<file path="src/bp_pkg.sv">
package bp_pkg;

    // ----------------------------------------------------------------------
    // Address type
    // ----------------------------------------------------------------------

    // Byte address of a fetch or a resolved branch
    // Instructions are one word wide, so bits [1:0] are always zero
    typedef logic [31:0] addr_t;

    // Distance between two sequential fetch addresses
    localparam addr_t WORD_STEP = 32'd4;

    // ----------------------------------------------------------------------
    // Direction counter
    // ----------------------------------------------------------------------

    // Two-bit saturating counter of the pattern table
    // Upper bit gives the predicted direction
    //   0x -> not taken
    //   1x -> taken
    // One step per resolved branch, towards the real outcome
    typedef enum logic [1:0] {
        // Several not-taken outcomes in a row
        STRONG_NT = 2'b00,
        // Reset state, one taken outcome flips it
        WEAK_NT   = 2'b01,
        // One not-taken outcome flips it
        WEAK_T    = 2'b10,
        // Several taken outcomes in a row
        STRONG_T  = 2'b11
    } counter_t;

    // Encoding follows a plain up and down count
    // Saturation holds the two ends, no wrap from 11 to 00
    // A single opposite outcome in a strong state keeps the prediction

endpackage

</file>
<file path="src/gshare.sv">
module gshare #(
    parameter int HISTORY_BITS = 8
) (
    input  logic                    clock,
    input  logic                    reset,

    // Fetch side
    input  bp_pkg::addr_t           if_pc_i,
    input  logic                    if_is_branch_i,

    // Execute side, one resolved branch per cycle
    input  logic                    ex_is_branch_i,
    input  logic                    ex_branch_taken_i,
    input  bp_pkg::addr_t           ex_branch_pc_i,
    input  logic [HISTORY_BITS-1:0] ex_history_i,
    input  logic                    mispredict_i,

    output logic                    predict_o,
    output logic [HISTORY_BITS-1:0] history_o
);

    // One counter per history pattern
    localparam int TABLE_SIZE = 2 ** HISTORY_BITS;

    // Pattern table and global history
    bp_pkg::counter_t          pht [TABLE_SIZE];
    logic [HISTORY_BITS-1:0]   global_history;
    logic [HISTORY_BITS-1:0]   next_history;

    // Table indices for the fetch lookup and the execute update
    logic [HISTORY_BITS-1:0]   if_index;
    logic [HISTORY_BITS-1:0]   ex_index;

    // Counter at the execute index and its trained value
    bp_pkg::counter_t          ex_state;
    bp_pkg::counter_t          ex_next_state;

    // ----------------------------------------------------------------------
    // Prediction
    // ----------------------------------------------------------------------

    // Word address bits only, the byte offset is always zero
    assign if_index  = if_pc_i[HISTORY_BITS+1:2] ^ global_history;

    // Upper counter bit is the direction
    assign predict_o = pht[if_index][1];

    // History used for this fetch travels with the instruction
    assign history_o = global_history;

    // ----------------------------------------------------------------------
    // History update
    // ----------------------------------------------------------------------

    always_comb begin
        // Hold by default, also while fetch is stalled
        next_history = global_history;

        // Speculative shift of the predicted direction
        if (if_is_branch_i) begin
            next_history = {global_history[HISTORY_BITS-2:0], predict_o};
        end

        // Recovery wins over the fetch shift
        // Carried history plus the real outcome
        if (ex_is_branch_i && mispredict_i) begin
            next_history = {ex_history_i[HISTORY_BITS-2:0], ex_branch_taken_i};
        end
    end

    // ----------------------------------------------------------------------
    // Counter training
    // ----------------------------------------------------------------------

    // Same hash as at fetch, with the history the branch was predicted with
    assign ex_index = ex_branch_pc_i[HISTORY_BITS+1:2] ^ ex_history_i;
    assign ex_state = pht[ex_index];

    // Saturating step towards the outcome
    always_comb begin
        ex_next_state = ex_state;
        case (ex_state)
            bp_pkg::STRONG_NT: begin
                ex_next_state = ex_branch_taken_i ? bp_pkg::WEAK_NT : bp_pkg::STRONG_NT;
            end
            bp_pkg::WEAK_NT: begin
                ex_next_state = ex_branch_taken_i ? bp_pkg::WEAK_T : bp_pkg::STRONG_NT;
            end
            bp_pkg::WEAK_T: begin
                ex_next_state = ex_branch_taken_i ? bp_pkg::STRONG_T : bp_pkg::WEAK_NT;
            end
            bp_pkg::STRONG_T: begin
                ex_next_state = ex_branch_taken_i ? bp_pkg::STRONG_T : bp_pkg::WEAK_T;
            end
            default: begin
                ex_next_state = bp_pkg::WEAK_NT;
            end
        endcase
    end

    // ----------------------------------------------------------------------
    // State registers
    // ----------------------------------------------------------------------

    always_ff @(posedge clock) begin
        if (reset) begin
            global_history <= '0;
            // All counters start weakly not taken
            for (int i = 0; i < TABLE_SIZE; i++) begin
                pht[i] <= bp_pkg::WEAK_NT;
            end
        end else begin
            global_history <= next_history;
            // Every resolved branch trains, mispredicted or not
            if (ex_is_branch_i) begin
                pht[ex_index] <= ex_next_state;
            end
        end
    end

endmodule

</file>
<file path="src/branch_target_buffer.sv">
module branch_target_buffer #(
    parameter int BTB_ENTRIES = 16
) (
    input  logic          clock,
    input  logic          reset,

    // Lookup with the current fetch address
    input  bp_pkg::addr_t lookup_pc_i,

    // Write port from resolved taken branches
    input  logic          update_i,
    input  bp_pkg::addr_t update_pc_i,
    input  bp_pkg::addr_t update_target_i,

    output logic          hit_o,
    output bp_pkg::addr_t target_o
);

    // Address split
    //   [1:0]                 byte offset, always zero
    //   [INDEX_BITS+1:2]      entry index
    //   [31:INDEX_BITS+2]     tag
    localparam int INDEX_BITS = $clog2(BTB_ENTRIES);
    localparam int TAG_LSB    = INDEX_BITS + 2;
    localparam int TAG_BITS   = 32 - TAG_LSB;

    // Valid bits are control state and get cleared
    logic                  entry_valid  [BTB_ENTRIES];

    // Tags and targets only mean something once valid
    logic [TAG_BITS-1:0]   entry_tag    [BTB_ENTRIES];
    bp_pkg::addr_t         entry_target [BTB_ENTRIES];

    // Split fields of both addresses
    logic [INDEX_BITS-1:0] lookup_index;
    logic [TAG_BITS-1:0]   lookup_tag;
    logic [INDEX_BITS-1:0] update_index;
    logic [TAG_BITS-1:0]   update_tag;

    // ----------------------------------------------------------------------
    // Lookup
    // ----------------------------------------------------------------------

    // Word address modulo the table size
    assign lookup_index = lookup_pc_i[TAG_LSB-1:2];
    assign lookup_tag   = lookup_pc_i[31:TAG_LSB];

    // Hit needs a valid entry with the same upper address bits
    assign hit_o    = entry_valid[lookup_index] &&
                      (entry_tag[lookup_index] == lookup_tag);

    // Target read regardless of hit, the caller qualifies it
    assign target_o = entry_target[lookup_index];

    // ----------------------------------------------------------------------
    // Update
    // ----------------------------------------------------------------------

    assign update_index = update_pc_i[TAG_LSB-1:2];
    assign update_tag   = update_pc_i[31:TAG_LSB];

    // Valid bits
    always_ff @(posedge clock) begin
        if (reset) begin
            for (int i = 0; i < BTB_ENTRIES; i++) begin
                entry_valid[i] <= 1'b0;
            end
        end else if (update_i) begin
            entry_valid[update_index] <= 1'b1;
        end
    end

    // Tag and target payload
    // An aliasing branch simply replaces the older entry
    always_ff @(posedge clock) begin
        if (update_i) begin
            entry_tag[update_index]    <= update_tag;
            entry_target[update_index] <= update_target_i;
        end
    end

    // Write during lookup of the same entry shows up next cycle

endmodule

</file>
<file path="src/fetch_pc_gen.sv">
module fetch_pc_gen #(
    parameter bp_pkg::addr_t RESET_PC = 32'h0000_0000
) (
    input  logic          clock,
    input  logic          reset,

    // Back-pressure from the fetch buffer
    input  logic          stall_i,

    // Prediction for the current fetch address
    input  logic          btb_hit_i,
    input  logic          predict_taken_i,
    input  bp_pkg::addr_t btb_target_i,

    // Recovery from execute
    input  logic          redirect_i,
    input  logic          redirect_taken_i,
    input  bp_pkg::addr_t redirect_pc_i,
    input  bp_pkg::addr_t redirect_target_i,

    output bp_pkg::addr_t fetch_pc_o
);

    // Fetch address register and its next value
    bp_pkg::addr_t pc_q;
    bp_pkg::addr_t pc_next;

    // Candidate addresses
    bp_pkg::addr_t seq_pc;
    bp_pkg::addr_t recover_pc;

    // ----------------------------------------------------------------------
    // Next address selection
    // ----------------------------------------------------------------------

    assign seq_pc = pc_q + bp_pkg::WORD_STEP;

    // Real path of the mispredicted branch
    assign recover_pc = redirect_taken_i ? redirect_target_i
                                         : redirect_pc_i + bp_pkg::WORD_STEP;

    always_comb begin
        // Recovery first, even while stalled
        if (redirect_i) begin
            pc_next = recover_pc;
        end else if (stall_i) begin
            pc_next = pc_q;
        end else if (btb_hit_i && predict_taken_i) begin
            // Predicted taken with a known target
            pc_next = btb_target_i;
        end else begin
            pc_next = seq_pc;
        end
    end

    // ----------------------------------------------------------------------
    // Fetch address register
    // ----------------------------------------------------------------------

    always_ff @(posedge clock) begin
        if (reset) begin
            pc_q <= RESET_PC;
        end else begin
            pc_q <= pc_next;
        end
    end

    assign fetch_pc_o = pc_q;

endmodule

</file>
<file path="src/branch_predict_top.sv">
module branch_predict_top #(
    parameter int            HISTORY_BITS = 8,
    parameter int            BTB_ENTRIES  = 16,
    parameter bp_pkg::addr_t RESET_PC     = 32'h0000_0000
) (
    input  logic                    clock,
    input  logic                    reset,
    input  logic                    stall_i,

    // Resolution report from execute
    input  logic                    ex_valid_i,
    input  bp_pkg::addr_t           ex_pc_i,
    input  bp_pkg::addr_t           ex_target_i,
    input  logic                    ex_taken_i,
    input  logic [HISTORY_BITS-1:0] ex_history_i,
    input  logic                    ex_mispredict_i,

    // Fetch request and its prediction
    output bp_pkg::addr_t           fetch_pc_o,
    output logic                    is_branch_o,
    output logic                    predict_taken_o,
    output logic [HISTORY_BITS-1:0] history_o
);

    bp_pkg::addr_t fetch_pc;
    logic          btb_hit;
    bp_pkg::addr_t btb_target;
    logic          direction;
    // Branch really fetched this cycle, history shifts only then
    logic          fetched_branch;

    assign fetched_branch = btb_hit & ~stall_i;

    // ----------------------------------------------------------------------
    // Fetch address
    // ----------------------------------------------------------------------

    fetch_pc_gen #(
        .RESET_PC          (RESET_PC)
    ) fetch_pc_gen_inst (
        .clock             (clock),
        .reset             (reset),
        .stall_i           (stall_i),
        .btb_hit_i         (btb_hit),
        .predict_taken_i   (direction),
        .btb_target_i      (btb_target),
        .redirect_i        (ex_valid_i & ex_mispredict_i),
        .redirect_taken_i  (ex_taken_i),
        .redirect_pc_i     (ex_pc_i),
        .redirect_target_i (ex_target_i),
        .fetch_pc_o        (fetch_pc)
    );

    // ----------------------------------------------------------------------
    // Predictors
    // ----------------------------------------------------------------------

    // Only taken branches get a target entry
    branch_target_buffer #(
        .BTB_ENTRIES     (BTB_ENTRIES)
    ) branch_target_buffer_inst (
        .clock           (clock),
        .reset           (reset),
        .lookup_pc_i     (fetch_pc),
        .update_i        (ex_valid_i & ex_taken_i),
        .update_pc_i     (ex_pc_i),
        .update_target_i (ex_target_i),
        .hit_o           (btb_hit),
        .target_o        (btb_target)
    );

    gshare #(
        .HISTORY_BITS      (HISTORY_BITS)
    ) gshare_inst (
        .clock             (clock),
        .reset             (reset),
        .if_pc_i           (fetch_pc),
        .if_is_branch_i    (fetched_branch),
        .ex_is_branch_i    (ex_valid_i),
        .ex_branch_taken_i (ex_taken_i),
        .ex_branch_pc_i    (ex_pc_i),
        .ex_history_i      (ex_history_i),
        .mispredict_i      (ex_mispredict_i),
        .predict_o         (direction),
        .history_o         (history_o)
    );

    assign fetch_pc_o      = fetch_pc;
    assign is_branch_o     = btb_hit;
    // A taken prediction always comes with a target
    assign predict_taken_o = direction & btb_hit;

endmodule

</file>
<file path="config.mk">
export PLATFORM = sky130hd
export DESIGN_NAME = branch_predict_top
export DESIGN_NICKNAME = d
export VERILOG_FILES = /design/src/bp_pkg.sv /design/src/gshare.sv /design/src/branch_target_buffer.sv /design/src/fetch_pc_gen.sv /design/src/branch_predict_top.sv
export SDC_FILE = /design/constraint.sdc
export NUM_CORES = 2
export LEC_CHECK = 0
export ABC_AREA = 0
export ABC_CLOCK_PERIOD_IN_PS = 7800
export BUFFER_PORTS_ARGS = -buffer_cell sky130_fd_sc_hd__buf_2
export CAP_MARGIN = 25
export CORE_MARGIN = 5
export CORE_UTILIZATION = 50
export CTS_CLUSTER_DIAMETER = 100
export DETAILED_ROUTE_END_ITERATION = 8
export PLACE_DENSITY = 0.74
export SETUP_SLACK_MARGIN = 0.1
export SLEW_MARGIN = 30
export SYNTH_ARGS = -nofsm -noshare
export SYNTH_HDL_FRONTEND = slang
export SYNTH_SLANG_ARGS = --single-unit
export TNS_END_PERCENT = 100
</file>
<file path="constraint.sdc">
create_clock -name clock -period 7.8 [get_ports clock]
set_input_delay 0.78 -clock clock [delete_from_list [all_inputs] [get_ports clock]]
set_output_delay 0.78 -clock clock [all_outputs]
set_load 0.005 [all_outputs]
</file>
# Yosys cells after proc, flatten, opt, wreduce, memory -nomap -nowiden
# Memories as Yosys holds them, arrays and structs flattened. A register that Yosys moved wholly into a read port is not among the register bits.
# Cells that the tools add are included.
word_totals:
  regBits: 40
  latch_bits: 0
  ramBits: 1456
  romBits: 0
  input_bits: 78
  output_inout_bits: 42
  wordCells: 59
  n_memories: 4
mem_list:
  columns: ["name", "depth", "width", "rd", "rd_ports_with_merged_regs", "write_ports", "line_no", "text"]
  rows:
  - ["branch_target_buffer_inst.entry_target", 16, 32, 1, 1, 1, "branch_target_buffer.sv:32", "bp_pkg::addr_t entry_target [BTB_ENTRIES];"]
  - ["gshare_inst.pht", 256, 2, 2, 0, 256, "gshare.sv:26", "bp_pkg::counter_t pht [TABLE_SIZE];"]
  - ["branch_target_buffer_inst.entry_tag", 16, 26, 1, 1, 1, "branch_target_buffer.sv:31", "logic [TAG_BITS-1:0] entry_tag [BTB_ENTRIES];"]
  - ["branch_target_buffer_inst.entry_valid", 16, 1, 1, 1, 16, "branch_target_buffer.sv:28", "logic entry_valid [BTB_ENTRIES];"]
classes:
  add_sub_neg: 2
  mul: 0
  div_mod_pow: 0
  magnitude_cmp: 0
  n_eq_ne: 5
  shift: 0
  n_mux: 32
  n_bitwise: 7
  reduce_logical: 7
op_table:
  columns: ["operator", "n"]
  rows:
  - ["$mux W32", 4]
  - ["$add A32 B3 Y32 const B", 2]
  - ["$mux W4", 7]
  - ["$eq A26 B26 Y1", 1]
  - ["$mux W8", 3]
  - ["$xor A8 B8 Y8", 2]
  - ["$mux W1", 14]
  - ["$pmux W2 S4", 1]
  - ["$mux W2", 3]
  - ["$and A1 B1 Y1", 4]
  - ["$eq A2 B2 Y1 const B", 2]
  - ["$logic_and A1 B1 Y1", 3]
  - ["$eq A2 B1 Y1 const B", 1]
  - ["$logic_not A2 Y1", 1]
  - ["$ne A2 B1 Y1 const B", 1]
  - ["$reduce_bool A2 Y1", 1]
  - ["$reduce_or A2 Y1", 1]
  - ["$not A1 Y1", 1]
  - ["$reduce_or A1 Y1", 1]

# Logic depth before layout (Yosys ltp)
depth:
  word_depth: 8
  depth_mapped: 15
  ltp_nobuf: 11

# By module
# Synthesis repeated with hierarchy kept, for this count alone.
unflattened:
  hier_cells: 4268
  hier_area_um2: 68227.9
modules_own_cells:
  columns: ["module", "instances", "cells_each", "area_each_um2"]
  rows:
  - ["branch_target_buffer", 1, 1555, 36292.3]
  - ["gshare", 1, 2223, 28514.8]
  - ["fetch_pc_gen", 1, 486, 3388.2]
  - ["branch_predict_top", 1, 4, 32.5]

# Worst setup path before layout
# OpenSTA, ideal clock, no wires.
synth_timing:
  kind: "input to register"
  start: "input ex_pc_i[3]"
  end: "memory branch_target_buffer_inst.entry_tag[0][0] (netlist bit) (enable)"
  arrival_time_ps: 5298
  required_time_ps: 7253
  slack_ps: 1955
  stages: 5
  cell_sequence: "clkbuf_1 inv_1 ha_1 nand3_1 nor3_1"
synth_lines:
  columns: ["item", "line_no", "text"]
  rows:
  - ["start, declared", "branch_predict_top.sv:12", "input bp_pkg::addr_t ex_pc_i,"]
  - ["end, declared", "branch_target_buffer.sv:31", null]
# No word-level cell before the write port.

# Worst setup path in the final report
layout_timing:
  start: "register fetch_pc_gen_inst.pc_q[3], in the netlist fetch_pc_gen_inst.fetch_pc_o[3]"
  end: "output predict_taken_o"
layout_between:
  elab_chain_len: 3
layout_rtl:
  columns: ["item", "line_no", "text"]
  rows:
  - ["start, declared", "fetch_pc_gen.sv:25", "bp_pkg::addr_t pc_q;"]
  - ["start signal, assigned", "fetch_pc_gen.sv:64", "pc_q <= pc_next;"]
  - ["$xor A8 B8 Y8", "gshare.sv:43", "assign if_index = if_pc_i[HISTORY_BITS+1:2] ^ global_history;"]
  - ["$mem_v2 Z256 W2", null, null]
  - ["$and A1 B1 Y1", "branch_predict_top.sv:91", "assign predict_taken_o = direction & btb_hit;"]
  - ["end, declared", "branch_predict_top.sv:21", "output logic predict_taken_o,"]
# Every way passes these cells.

==> flow_metrics.py <==
metrics = {
    "placement": {
        "place_congestion": 0.969,
        "post-dp-hpwl_um": 114000,
        "port_buffers": 119,
        "dp_cells": 5994,
        "place_ws_ns": 2.02,
    },
    "sta": {
        "relSlewSlack_pct": 32.4,
        "hold_ws_ns": 0.358,
        "slew_violations": 0,
        "finalHoldViolations": 0,
        "finalClockSkew_ns": 0.0382,
        "rsz0062_at_grt": "false",
        "tns_ns": 0,
        "worstMarginPinSlew_ns": 1.01,
        "fin_ws_ns": 1.59,
        "fin_crit_sh_pct": 79.6,
        "setup_viol": 0,
        "max_freq_mhz": 161,
        "period_needed_ns": 6.21,
    },
    "critical_path": {
        "startpoint_type": "flop",
        "cp_max_fo": 40,
        "critPathRequiredTime_ns": 7.02,
        "critPathCaptureType": "primary output",
        "r2r_cells": 12,
        "cp.arrival_ns": 5.43,
        "setup.worst_path.class": "reg -> out",
    },
    "synth": {
        "synth_fa_ha_area_share_pct": 0.109,
        "muxShareOfSynthArea_pct": 17.2,
        "yosys_warnings": 0,
        "yosysSeqAreaShare_pct": 65.4,
        "syn_inst": 4341,
        "synthesis.area_um2": 68000,
        "synth_top_family_by_area": "multiplexers",
        "synth_area_per_cell_um2": 15.7,
        "synth_xor_area_share_pct": 1.12,
        "synth_flop_cell": "edfxtp_1",
        "synth-async-reset-ratio_pct": 0,
        "synth_compound_area_share_pct": 4.19,
        "synth_simple_gate_area_share_pct": 9.52,
        "ys_ff_latch": 1500,
        "syn_nets": 4424,
        "synth_edf_count": 1440,
        "yosysUniqueCellTypes": 80,
    },
    "clock_tree": {
        "postCtsSetupBuffers": 0,
        "clock_path_buffers": 3,
        "cts_resized": 0,
        "clkTransAtPathRegs_ns": 0.06,
        "ctsHoldBuffers": 0,
        "insertion_delay_ns": 0.80,
        "cts_inserted_buffers": 151,
        "clockRootBuffer": "clkbuf_16",
        "cts_tree": "done",
        "cts_max_level": 4,
        "cts.sinks": 1500,
    },
    "die": {
        "rows": 135,
        "initial_core_util_pct": 50.3,
        "dieArea_um2": 143000,
        "die_y_um": 379,
        "io_pins": 120,
        "fp.dieW_um": 379,
        "core_area_um2": 135000,
    },
    "global_routing": {
        "antenna_found_initial": 25,
        "grt_pass1_vias": 41381,
        "track_usage_pct": 26.6,
        "grt_first_pass_wirelength_um": 279000,
        "overflow": 0,
        "grt_max_degree": 179,
    },
    "layout": {
        "drive_above_1_share_pct": 22.1,
        "multi_input_area_um2": 22300,
        "mostFrequentLayoutCell": "edfxtp_1",
        "fillCellCount": 10133,
        "nNetsFinal": 4451,
        "areaGrowthSynthToFinish_pct": 11.1,
        "fin_cells": 6284,
        "register_area_um2": 44500,
        "final_cell_mix": "edfxtp_1 (1440), mux4_2 (445), nand2_1 (314), nand3_1 (312), nor2_1 (266)",
    },
    "power_and_ir_drop": {
        "power_leakage_nw": 23.4,
        "p_total_mw": 18.3,
        "max-vdd-ir-drop_mv": 0.240,
        "powerDensity_nw_per_um2": 243,
    },
    "drt": {
        "drt-pass1-iter-count": 9,
        "wl_per_cell_um": 30.5,
        "via_count": 42064,
        "via_per_inst": 6.69,
        "final_antenna_net_count": 0,
        "drc": 0,
        "drtIter0Drc": 6656,
        "drt-total-wl_um": 192000,
    },
    "hold_path": {
        "hold_depth": 3,
        "hold_path.class": "in -> reg",
    },
    "job": {
        "drv_cap": 0,
    },
    "outcome": {
        "status": "finished clean",
    },
}
[flip-flops by register name, indices dropped and copies added (netlist names), named ones only]
signal and count:
gshare_inst.history_o 8, branch_target_buffer_inst.entry_target 512, fetch_pc_gen_inst.fetch_pc_o 32, branch_target_buffer_inst.entry_valid 16
gshare_inst.pht 512, branch_target_buffer_inst.entry_tag 416
[worst max-delay path: stages, from the launching register on]
cell,delay (ns)
dfxtp_1,0.61
xor2_4,0.60
buf_4,0.68
nand2_1,0.11
a21oi_1,0.32
mux4_2,0.31
nor3_1,0.05
o31ai_1,0.66
o22ai_4,0.41
nor2_4,0.57
buf_2,0.23
[layout make-up]
class | count | share of cell area, %
Sequential cell | 1500 | 58.8
Multi-Input combinational cell | 2454 | 29.5
Clock buffer | 190 | 5.28
Tap cell | 1781 | 2.95
Timing Repair Buffer | 246 | 2.28
Clock inverter | 83 | 1.05
Inverter | 15 | 0.0778
Antenna cell | 15 | 0.0497
[metrics by stage]
step	utilization [%]	instance area, um^2
after floorplan	-	68000
after global placement	52.2	70600
after CTS	55.8	75400
after detailed placement	52.2	70700
final	55.8	75600
after global routing	55.8	75500
[cells by family after synthesis]
family,Yosys count
flip-flops,1500
multiplexers,605
XOR/XNOR,85
buffers and inverters,387
AO/OA/AOI/OAI,397
AND/OR/NAND/NOR,1361
adder cells (fa/ha/maj),6
[power by group]
group	switching (mW)	internal, mW
clock network	3.12	3.90
logic	1.46	0.800
registers	0.126	8.94
total	4.71	13.6
[synth_stat cells, types with 12 or more instances]
cell      instances  area [um^2]
a221oi_1         13          114
xor2_1           39          342
a31oi_1          18          113
edfxtp_1       1440        43200
inv_1            14         52.6
and3_1           22          138
a21o_1          119          893
buf_1            27          101
clkbuf_1        215          807
a311oi_1         12          105
mux2_2           18          203
a22oi_1          24          180
nand3_1         313         1570
nor4_1           16          100
nand2_1         316         1190
nand4_1          31          194
nor3_1          153          766
o22ai_1          18          113
mux4_2          445        10000
nor2b_1          12         75.1
buf_2           114          571
nand2b_1        159          995
xnor2_1          45          394
a21oi_1          47          235
dfxtp_1          60         1200
mux2i_1         138         1380
a211oi_1         14          105
nor2_1          293         1100
o21ai_0          45          225
[per-layer routing]
metal,part of all wire [%],routed length [um],global-route usage [%]
met5,0.040,76,0.686
met2,47,90700,42.0
met3,13,24300,8.52
met1,35,67100,34.0
met4,5.0,9510,11.9
[final timing paths]
kind | from | end | slack (ns)
worst max-delay path | fetch_pc_gen_inst.fetch_pc_o[3] | predict_taken_o | 1.59
worst min-delay path | ex_history_i[0] | gshare_inst.history_o[1] | 0.36
worst max register to register | flop | fetch_pc_gen_inst.fetch_pc_o[9] | 2.05
worst min register to register | branch_target_buffer_inst.entry_valid[12] | branch_target_buffer_inst.entry_valid[12] | 0.47
Power figures use the tool's default switching activity.
